$ cat src/rtl/apb_pkg.sv
package apb_pkg;

    localparam int ADDR_W = 4;
    localparam int DATA_W = 32;

    localparam logic [ADDR_W-1:0] REG_DATA   = 4'h0;
    localparam logic [ADDR_W-1:0] REG_STATUS = 4'h4;

    typedef struct packed {
        logic              psel;
        logic              penable;
        logic              pwrite;
        logic [ADDR_W-1:0] paddr;
        logic [DATA_W-1:0] pwdata;
    } apb_req_t;

    typedef struct packed {
        logic [DATA_W-1:0] prdata;
        logic              pready;
    } apb_rsp_t;

    typedef struct packed {
        logic [DATA_W-9:0] rsvd;
        logic [7:0]        value;
    } data_view_t;

    typedef struct packed {
        logic [DATA_W-8:0] rsvd;
        logic              frame_err;
        logic              overrun;
        logic              rx_full;
        logic              rx_valid;
        logic              tx_busy;
        logic              tx_full;
        logic              tx_empty;
    } status_view_t;

    typedef union packed {
        data_view_t   data;
        status_view_t status;
    } uart_word_u;

endpackage

$ cat src/rtl/uart_pkg.sv
package uart_pkg;

    // Transmit path state as seen by the register block
    typedef struct packed {
        logic empty;
        logic full;
        logic busy;
    } tx_status_t;

    // Receive path state, error fields are single-cycle pulses
    typedef struct packed {
        logic valid;
        logic full;
        logic overrun;
        logic frame_err;
    } rx_status_t;

    typedef enum logic [1:0] {
        TX_IDLE,
        TX_START,
        TX_SEND
    } tx_state_t;

    typedef enum logic [1:0] {
        RX_IDLE,
        RX_START,
        RX_DATA,
        RX_STOP
    } rx_state_t;

endpackage
$ cat src/rtl/uart_apb_top.sv
`timescale 1ns/1ps

module uart_apb_top #(
    parameter int CLK_FREQ   = 100_000_000,
    parameter int BAUD       = 115_200,
    parameter int FIFO_DEPTH = 16
) (
    input  logic              clk,
    input  logic              rst,
    input  apb_pkg::apb_req_t apb_req,
    output apb_pkg::apb_rsp_t apb_rsp,
    output logic              txd,
    input  logic              rxd
);
    import uart_pkg::*;

    logic       tx_push;
    logic [7:0] tx_byte;
    tx_status_t tx_status;
    logic       rx_pop;
    logic [7:0] rx_byte;
    rx_status_t rx_status;

    uart_apb_regs u_regs (
        .clk      (clk),
        .rst      (rst),
        .apb_req  (apb_req),
        .apb_rsp  (apb_rsp),
        .tx_push  (tx_push),
        .tx_byte  (tx_byte),
        .tx_status(tx_status),
        .rx_pop   (rx_pop),
        .rx_byte  (rx_byte),
        .rx_status(rx_status)
    );

    uart_tx #(
        .CLK_FREQ  (CLK_FREQ),
        .BAUD      (BAUD),
        .FIFO_DEPTH(FIFO_DEPTH)
    ) u_tx (
        .clk      (clk),
        .rst      (rst),
        .tx_push  (tx_push),
        .tx_byte  (tx_byte),
        .tx_status(tx_status),
        .txd      (txd)
    );

    uart_rx #(
        .CLK_FREQ  (CLK_FREQ),
        .BAUD      (BAUD),
        .FIFO_DEPTH(FIFO_DEPTH)
    ) u_rx (
        .clk      (clk),
        .rst      (rst),
        .rxd      (rxd),
        .rx_pop   (rx_pop),
        .rx_byte  (rx_byte),
        .rx_status(rx_status)
    );

endmodule

$ cat src/rtl/uart_apb_regs.sv
`timescale 1ns/1ps

module uart_apb_regs (
    input  logic                 clk,
    input  logic                 rst,
    input  apb_pkg::apb_req_t    apb_req,
    output apb_pkg::apb_rsp_t    apb_rsp,
    output logic                 tx_push,
    output logic [7:0]           tx_byte,
    input  uart_pkg::tx_status_t tx_status,
    output logic                 rx_pop,
    input  logic [7:0]           rx_byte,
    input  uart_pkg::rx_status_t rx_status
);
    import apb_pkg::*;

    logic       access;
    logic       rd_access;
    logic       wr_access;
    logic       sel_data;
    logic       sel_status;
    logic       clr_sticky;
    logic       overrun_q;
    logic       frame_err_q;
    uart_word_u wr_word;
    uart_word_u rd_word;

    assign access     = apb_req.psel && apb_req.penable;   // Access phase
    assign rd_access  = access && !apb_req.pwrite;
    assign wr_access  = access && apb_req.pwrite;
    assign sel_data   = (apb_req.paddr == REG_DATA);
    assign sel_status = (apb_req.paddr == REG_STATUS);

    assign wr_word = apb_req.pwdata;
    assign tx_push = wr_access && sel_data;     // Dropped inside the FIFO when full
    assign tx_byte = wr_word.data.value;

    assign rx_pop     = rd_access && sel_data && rx_status.valid;
    assign clr_sticky = rd_access && sel_status;

    always_comb begin
        rd_word = '0;
        if (rd_access) begin
            if (sel_data && rx_status.valid) begin
                rd_word.data.value = rx_byte;
            end else if (sel_status) begin
                rd_word.status.frame_err = frame_err_q;
                rd_word.status.overrun   = overrun_q;
                rd_word.status.rx_full   = rx_status.full;
                rd_word.status.rx_valid  = rx_status.valid;
                rd_word.status.tx_busy   = tx_status.busy;
                rd_word.status.tx_full   = tx_status.full;
                rd_word.status.tx_empty  = tx_status.empty;
            end
        end
    end

    // New pulses win over a clear in the same cycle
    always_ff @(posedge clk or posedge rst) begin
        if (rst) begin
            overrun_q   <= 1'b0;
            frame_err_q <= 1'b0;
        end else begin
            if (clr_sticky) begin
                overrun_q   <= 1'b0;
                frame_err_q <= 1'b0;
            end
            if (rx_status.overrun)
                overrun_q <= 1'b1;
            if (rx_status.frame_err)
                frame_err_q <= 1'b1;
        end
    end

    assign apb_rsp.prdata = rd_word;
    assign apb_rsp.pready = 1'b1;   // No wait states

endmodule

$ cat src/rtl/uart_rx.sv
`timescale 1ns/1ps

module uart_rx #(
    parameter int CLK_FREQ   = 100_000_000,
    parameter int BAUD       = 115_200,
    parameter int FIFO_DEPTH = 16
) (
    input  logic                 clk,
    input  logic                 rst,
    input  logic                 rxd,
    input  logic                 rx_pop,
    output logic [7:0]           rx_byte,
    output uart_pkg::rx_status_t rx_status
);
    import uart_pkg::*;

    localparam int DIVIDER = CLK_FREQ / BAUD;
    localparam int CNT_W   = $clog2(DIVIDER);

    localparam logic [CNT_W-1:0] HALF_LOAD = CNT_W'(DIVIDER / 2 - 1);
    localparam logic [CNT_W-1:0] BIT_LOAD  = CNT_W'(DIVIDER - 1);

    logic             rxd_meta;
    logic             rxd_s;
    logic             rxd_prev;
    logic [CNT_W-1:0] sample_cnt;
    logic             sample;
    logic [2:0]       bit_cnt;
    logic [7:0]       rx_shift;
    logic             stop_pt;
    logic             fifo_push;
    logic             fifo_empty;
    logic             fifo_full;
    rx_state_t        state;

    always_ff @(posedge clk or posedge rst) begin
        if (rst) begin
            rxd_meta <= 1'b1;
            rxd_s    <= 1'b1;
            rxd_prev <= 1'b1;
        end else begin
            rxd_meta <= rxd;
            rxd_s    <= rxd_meta;
            rxd_prev <= rxd_s;     // Edge detect only
        end
    end

    assign sample = (sample_cnt == '0);

    always_ff @(posedge clk or posedge rst) begin
        if (rst) begin
            state      <= RX_IDLE;
            sample_cnt <= '0;
            bit_cnt    <= '0;
        end else begin
            case (state)
                RX_IDLE: begin
                    // A line held low after a bad stop bit is not a new start
                    if (!rxd_s && rxd_prev) begin
                        sample_cnt <= HALF_LOAD;
                        state      <= RX_START;
                    end
                end
                RX_START: begin
                    if (!sample)
                        sample_cnt <= sample_cnt - 1'b1;
                    else if (!rxd_s) begin  // Start bit still low at mid-bit
                        bit_cnt    <= '0;
                        sample_cnt <= BIT_LOAD;
                        state      <= RX_DATA;
                    end else
                        state <= RX_IDLE;
                end
                RX_DATA: begin
                    if (!sample)
                        sample_cnt <= sample_cnt - 1'b1;
                    else begin
                        bit_cnt    <= bit_cnt + 1'b1;
                        sample_cnt <= BIT_LOAD;
                        if (bit_cnt == 3'd7)
                            state <= RX_STOP;
                    end
                end
                RX_STOP: begin
                    if (!sample)
                        sample_cnt <= sample_cnt - 1'b1;
                    else
                        state <= RX_IDLE;
                end
                default: state <= RX_IDLE;
            endcase
        end
    end

    always_ff @(posedge clk) begin
        if (state == RX_DATA && sample)
            rx_shift <= {rxd_s, rx_shift[7:1]};  // LSB arrives first
    end

    // Stop sample decides store, overrun or framing error
    assign stop_pt   = (state == RX_STOP) && sample;
    assign fifo_push = stop_pt && rxd_s && !fifo_full;

    sync_fifo #(
        .FIFO_DEPTH(FIFO_DEPTH)
    ) u_fifo (
        .clk  (clk),
        .rst  (rst),
        .push (fifo_push),
        .pop  (rx_pop),
        .din  (rx_shift),
        .dout (rx_byte),
        .empty(fifo_empty),
        .full (fifo_full)
    );

    assign rx_status.valid     = !fifo_empty;
    assign rx_status.full      = fifo_full;
    assign rx_status.overrun   = stop_pt && rxd_s && fifo_full;
    assign rx_status.frame_err = stop_pt && !rxd_s;

endmodule

$ cat src/rtl/uart_tx.sv
`timescale 1ns/1ps

module uart_tx #(
    parameter int CLK_FREQ   = 100_000_000,
    parameter int BAUD       = 115_200,
    parameter int FIFO_DEPTH = 16
) (
    input  logic                 clk,
    input  logic                 rst,
    input  logic                 tx_push,
    input  logic [7:0]           tx_byte,
    output uart_pkg::tx_status_t tx_status,
    output logic                 txd
);
    import uart_pkg::*;

    localparam int DIVIDER = CLK_FREQ / BAUD;
    localparam int CNT_W   = $clog2(DIVIDER);

    logic [CNT_W-1:0] baud_cnt;
    logic             baud_tick;
    logic [7:0]       fifo_dout;
    logic             fifo_empty;
    logic             fifo_full;
    logic             fifo_pop;
    logic [7:0]       tx_hold;
    logic [9:0]       tx_shift;
    logic [3:0]       bit_cnt;
    logic             busy;
    tx_state_t        state;

    sync_fifo #(
        .FIFO_DEPTH(FIFO_DEPTH)
    ) u_fifo (
        .clk  (clk),
        .rst  (rst),
        .push (tx_push),
        .pop  (fifo_pop),
        .din  (tx_byte),
        .dout (fifo_dout),
        .empty(fifo_empty),
        .full (fifo_full)
    );

    // Free running, one tick per bit period
    always_ff @(posedge clk or posedge rst) begin
        if (rst) begin
            baud_cnt  <= '0;
            baud_tick <= 1'b0;
        end else if (baud_cnt == CNT_W'(DIVIDER - 1)) begin
            baud_cnt  <= '0;
            baud_tick <= 1'b1;
        end else begin
            baud_cnt  <= baud_cnt + 1'b1;
            baud_tick <= 1'b0;
        end
    end

    assign fifo_pop = baud_tick && (state == TX_IDLE) && !fifo_empty;

    always_ff @(posedge clk or posedge rst) begin
        if (rst) begin
            state   <= TX_IDLE;
            bit_cnt <= '0;
            busy    <= 1'b0;
            txd     <= 1'b1;
        end else if (baud_tick) begin
            case (state)
                TX_IDLE: begin
                    if (!fifo_empty) begin
                        busy  <= 1'b1;
                        state <= TX_START;
                    end
                end
                TX_START: begin
                    bit_cnt <= '0;
                    state   <= TX_SEND;
                end
                TX_SEND: begin
                    if (bit_cnt == 4'd10) begin    // Stop bit has had its full period
                        busy  <= 1'b0;
                        state <= TX_IDLE;
                    end else begin
                        txd     <= tx_shift[0];
                        bit_cnt <= bit_cnt + 1'b1;
                    end
                end
                default: state <= TX_IDLE;
            endcase
        end
    end

    always_ff @(posedge clk) begin
        if (fifo_pop)
            tx_hold <= fifo_dout;
        if (baud_tick && state == TX_START)
            tx_shift <= {1'b1, tx_hold, 1'b0};   // Stop, data, start
        else if (baud_tick && state == TX_SEND)
            tx_shift <= {1'b1, tx_shift[9:1]};
    end

    assign tx_status.empty = fifo_empty;
    assign tx_status.full  = fifo_full;
    assign tx_status.busy  = busy;

endmodule

$ cat src/rtl/sync_fifo.sv
`timescale 1ns/1ps

module sync_fifo #(
    parameter int FIFO_DEPTH = 16
) (
    input  logic       clk,
    input  logic       rst,
    input  logic       push,
    input  logic       pop,
    input  logic [7:0] din,
    output logic [7:0] dout,
    output logic       empty,
    output logic       full
);

    localparam int AW = $clog2(FIFO_DEPTH);

    logic [7:0]    mem [FIFO_DEPTH];
    logic [AW-1:0] wr_ptr;
    logic [AW-1:0] rd_ptr;
    logic [AW:0]   count;
    logic          do_push;
    logic          do_pop;

    assign do_push = push && !full;
    assign do_pop  = pop && !empty;

    assign empty = (count == '0);
    assign full  = (count == (AW+1)'(FIFO_DEPTH));
    assign dout  = mem[rd_ptr];     // Head always visible

    always_ff @(posedge clk or posedge rst) begin
        if (rst) begin
            wr_ptr <= '0;
            rd_ptr <= '0;
            count  <= '0;
        end else begin
            if (do_push)
                wr_ptr <= wr_ptr + 1'b1;   // Wraps, depth is a power of two
            if (do_pop)
                rd_ptr <= rd_ptr + 1'b1;
            case ({do_push, do_pop})
                2'b10:   count <= count + 1'b1;
                2'b01:   count <= count - 1'b1;
                default: count <= count;
            endcase
        end
    end

    always_ff @(posedge clk) begin
        if (do_push)
            mem[wr_ptr] <= din;
    end

endmodule

$ cat config.mk
export PLATFORM = sky130hd
export DESIGN_NAME = uart_apb_top
export DESIGN_NICKNAME = d
export VERILOG_FILES = /design/src/rtl/apb_pkg.sv /design/src/rtl/uart_pkg.sv /design/src/rtl/uart_apb_top.sv /design/src/rtl/uart_apb_regs.sv /design/src/rtl/uart_rx.sv /design/src/rtl/uart_tx.sv /design/src/rtl/sync_fifo.sv
export SDC_FILE = /design/constraint.sdc
export NUM_CORES = 1
export LEC_CHECK = 0
export ABC_CLOCK_PERIOD_IN_PS = 9580
export BUFFER_PORTS_ARGS = -buffer_cell sky130_fd_sc_hd__buf_2
export CORE_UTILIZATION = 55
export CTS_BUF_LIST = sky130_fd_sc_hd__clkbuf_4 sky130_fd_sc_hd__clkbuf_8
export CTS_CLUSTER_SIZE = 12
export DETAILED_ROUTE_END_ITERATION = 10
export PLACE_DENSITY = 0.8
export SYNTH_ARGS = -nofsm -noshare
export SYNTH_HDL_FRONTEND = slang
export SYNTH_SLANG_ARGS = --single-unit
$ cat constraint.sdc
create_clock -name clk -period 9.58 [get_ports clk]
set_input_delay 0 -clock clk [delete_from_list [all_inputs] [get_ports clk]]
set_output_delay 0 -clock clk [all_outputs]
set_load 0.02 [all_outputs]
==> summary.txt <==
Run status
  • Status: finished with violations
  • Failing checks: DRC

Global route
  • Global Route Usage Sum: 20.3%
  • Total global routing overflow: 0
  • Largest net degree at the start of global routing: 66
  • First-pass GRT wire length: 41900 microns
  • Vias in the first global route: 7854
  • Initial antenna violation count: 0

Worst setup path
  • R2R setup slack: 5.98 ns
  • Worst path max stage delay: 0.84 ns
  • Crit path launch: u_tx.state[0]$_DFFE_PP0P_
  • Worst R2R End: u_tx.u_fifo.count[4]$_DFFE_PP0P_
  • Crit Path Category: reg2reg
  • Critical path arrival: 4.06 ns
  • Crit path capture type: flop
  • Worst path cell trace: nand2b_1, nor3_2, ha_1, inv_1, fa_1, nor2b_1, o21ai_0, nand3_1, or3b_2, xnor2_1
  • R2R depth: 10
  • Worst Setup EP: u_tx.u_fifo.count[4]$_DFFE_PP0P_
  • Slowest-stage cell, CP: nor3_2
  • Worst EP required: 10.04 ns
  • CP Max Fanout: 14
  • R2R Path Start: u_tx.state[0]$_DFFE_PP0P_
  • Element type at the critical path start: flop

Pwr
  • Sw Ratio: between 20% and 30%
  • P_leak: 5.67 nW
  • Internal power: 0.00246 W
  • Clock Power Share: roughly 37%
  • Power Density: 203 nW/um^2
  • Peak supply drop: 108 uV
  • Total Power: 0.00331 W
  • Net Sw Power: between 0.0008 and 0.0009 W
  • Sequential power share: 52.3%
  • Comb pwr share: 11.2%

Floorplan
  • Die Span Y: ~170 microns
  • I/O pin count: 76
  • Rows: 59
  • Die area: roughly 27000 sq um
  • Initial Util: 56.3%
  • Die Width: roughly 170 microns
  • Core area: approximately 26000 sq um

Synth
  • Register area share after synthesis: 68.4%
  • Asr flop ratio synth: between 10% and 20%
  • Avg Synthesized Cell Area: about 16 sq um
  • Post-synth EDFFs: 280
  • Post-Syn Instances: 902
  • Syn. warnings: 0
  • Post-synth top flop: edfxtp_1
  • Synth cell types: 70
  • Post-Syn Area: 14700 sq um
  • #FFs+latches synth: roughly 350

STA
  • Period utilisation layout: 37.6%
  • Endpoints failing hold: 0
  • Setup TNS Final: 0 ns
  • Peak Freq: approximately 280 MHz
  • Setup-failing EPs final: 0
  • Slew margin rel.: ~28%
  • Slew Limit Fails: 0
  • Slew at the pin closest to its max-slew limit: 1.07 ns
  • Tmin final: 3.60 ns
  • Unrepaired setup endpoints after global routing: false
  • Clock skew: 0.0393 ns

CTS
  • Setup Fix Bufs, Post-CTS: 0
  • Post-cts sizing count: 0
  • Clock slew at reported path FFs: 0.06 ns
  • # H-tree levels: 2
  • CTS root buf: clkbuf_8
  • Skew-Pair Late Insertion Delay: 0.59 ns
  • Longest Clk Path Bufs: 3
  • Clock sink count: 346
  • CTS tree: yes
  • Post-CTS Hold Fix Bufs: 17
  • Total CTS buffers: 54

Route
  • Final wirelength: 26700 microns
  • Vias per cell: 5.81
  • Vias post-DR: 7844
  • DRC Markers: 18
  • First-pass iteration count of the detailed router: 8
  • Post-route ant nets: 0
  • 1st-iter DRT viols: 793
  • WL/cell: 19.8 microns

Hold path
  • Hold Path Class: in2reg

Placement
  • Gpl congestion: 0.869
  • Number of port buffers: 26
  • Detailed Place HPWL: 16600 microns

Finish
  • # diodes: 0
  • Area delta synth->final: 10.9%
  • Layout Nets: around 1000
  • Share of post-route cells with drive strength above 1: a little over a fifth

Job
  • Max-cap violations: 0
## flip-flops by register name (all words and copies together), names as in the netlist, 5 cells and up, named ones only
name               cells
u_rx.sample_cnt       10
u_tx.baud_cnt         10
u_rx.u_fifo.mem      128
u_rx.rx_shift          8
u_tx.u_fifo.mem      128
u_tx.u_fifo.count      5
u_tx.tx_hold           8
u_tx.tx_shift          9
u_rx.u_fifo.count      5
## worst min-delay path by stage
stage / startpoint / end / slack (ns) / cells past startpoint
floorplan: rxd / u_rx.rxd_meta$_DFF_PP1_ / 0.004 / 0
global placement: rxd / u_rx.rxd_meta$_DFF_PP1_ / 0.12 / 1
detailed placement: rxd / u_rx.rxd_meta$_DFF_PP1_ / 0.12 / 1
CTS: apb_req[33] / u_tx.u_fifo.wr_ptr[0]$_DFFE_PP0P_ / 0.005 / 5
global route: apb_req[33] / u_tx.u_fifo.wr_ptr[0]$_DFFE_PP0P_ / 0.04 / 5
finish: apb_req[33] / u_tx.u_fifo.wr_ptr[0]$_DFFE_PP0P_ / 0.03 / 5
## critical path, delay by kind of cell (launching register included)
kind                       cells  cell delay (ns)
adders and majority gates      2             0.80
DFF                            1             0.50
xor gates and xnor gates       1             0.13
and+or+nand+nor                5             1.83
buffers and inverters          1             0.11
AOI/OAI and AO/OA              1             0.11
## metrics by stage
step	utilization, %	instances	setup slack, ns	area (sq um)	hold WS [ns]
after floorplan	-	925	6.44	14800	0.00448
after global placement	57.7	1237	6.07	15100	0.121
after detailed placement	57.7	1237	5.98	15100	0.123
after CTS	62.5	1350	5.98	16300	0.00518
after global routing	62.5	1350	5.67	16300	0.0353
final	62.5	1350	5.98	16300	0.0276
## final cells by class
type                       count  area, sq um
sequential                   346        10100
fill                        1790         9810
multi-input combinational    486         4260
clock buffer                  67          860
tap                          335          419
timing repair buffer          56          398
clock inverter                29          209
inverter                      31          116
## kinds of logic (layout without fill, tap and decap cells)
family | after synthesis | after routing | synth area share, %
flops | 346 | 346 | 68.4
simple gates | 195 | 195 | 7.01
compound gates | 119 | 119 | 5.32
buf+inv | 93 | 183 | 3.30
mux | 89 | 89 | 11.6
fa+ha+maj | 31 | 31 | 2.74
xor+xnor | 27 | 27 | 1.66
other cells | 2 | 25 | 0.0510
## layer usage
| metal | vias to the layer above | track usage, % | routed length [microns] |
|---|---|---|---|
| li1 | 3571 | - | - |
| met1 | 3962 | 27.3 | 11300 |
| met2 | 272 | 34.0 | 13500 |
| met3 | 39 | 3.37 | 1420 |
| met4 | 0 | 6.24 | 455 |
| met5 | - | 0 | 0 |
## cells in the final DEF (no fill, tap or decap), types with 3 or more instances in the layout
cell type and count:
nor2_1 64, clkbuf_8 57, a22oi_1 7, ha_1 29, mux2i_1 18, mux2_2 7
nor3b_1 4, dfstp_2 4, dfrtp_1 59, xor2_1 8, a22o_1 6, nor4_1 6
a31oi_1 3, nand3_1 11, xnor2_1 18, and3_1 4, a21oi_1 29, inv_1 29
buf_2 26, nand2_4 5, clkinv_2 8, nand4_1 5, nor2b_1 16, nor3_1 15
dlygate4sd3_1 17, o21a_1 3, mux4_2 64, clkinv_1 14, buf_4 13, clkbuf_4 10
nand2b_1 7, o22ai_1 4, a21o_1 7, conb_1 25, a211oi_1 12, nand2_1 40
o21ai_0 25, edfxtp_1 280
## power by group through the flow
| stage | clock network [W] | registers (W) | logic [W] |
|---|---|---|---|
| global route | 0.00130 | 0.00174 | 0.000417 |
| global placement | 0 | 0.00176 | 0.000351 |
| CTS | 0.00123 | 0.00173 | 0.000371 |
| finish | 0.00121 | 0.00173 | 0.000372 |
| floorplan | 0 | 0.00173 | 0.000313 |
| detailed placement | 0 | 0.00176 | 0.000363 |
## synthesized netlist by cell type, types with 7 or more instances
library cell | n | area [sq um]
inv_1 | 30 | 113
buf_1 | 9 | 33.8
mux4_2 | 64 | 1440
clkbuf_1 | 12 | 45.0
edfxtp_1 | 280 | 8410
xnor2_1 | 18 | 158
mux2_2 | 7 | 78.8
a22oi_1 | 7 | 52.6
nor2_1 | 64 | 240
nand2b_1 | 7 | 43.8
ha_1 | 29 | 363
xor2_1 | 8 | 70.1
o21ai_0 | 25 | 125
mux2i_1 | 18 | 180
nand2_1 | 40 | 150
nand3_1 | 11 | 55.1
buf_4 | 28 | 210
a21o_1 | 7 | 52.6
buf_2 | 11 | 55.1
nor2b_1 | 16 | 100
dfrtp_1 | 61 | 1530
nor3_1 | 16 | 80.1
a211oi_1 | 12 | 90.1
a21oi_1 | 29 | 145
No activity file was read; power rests on OpenSTA's default activity.
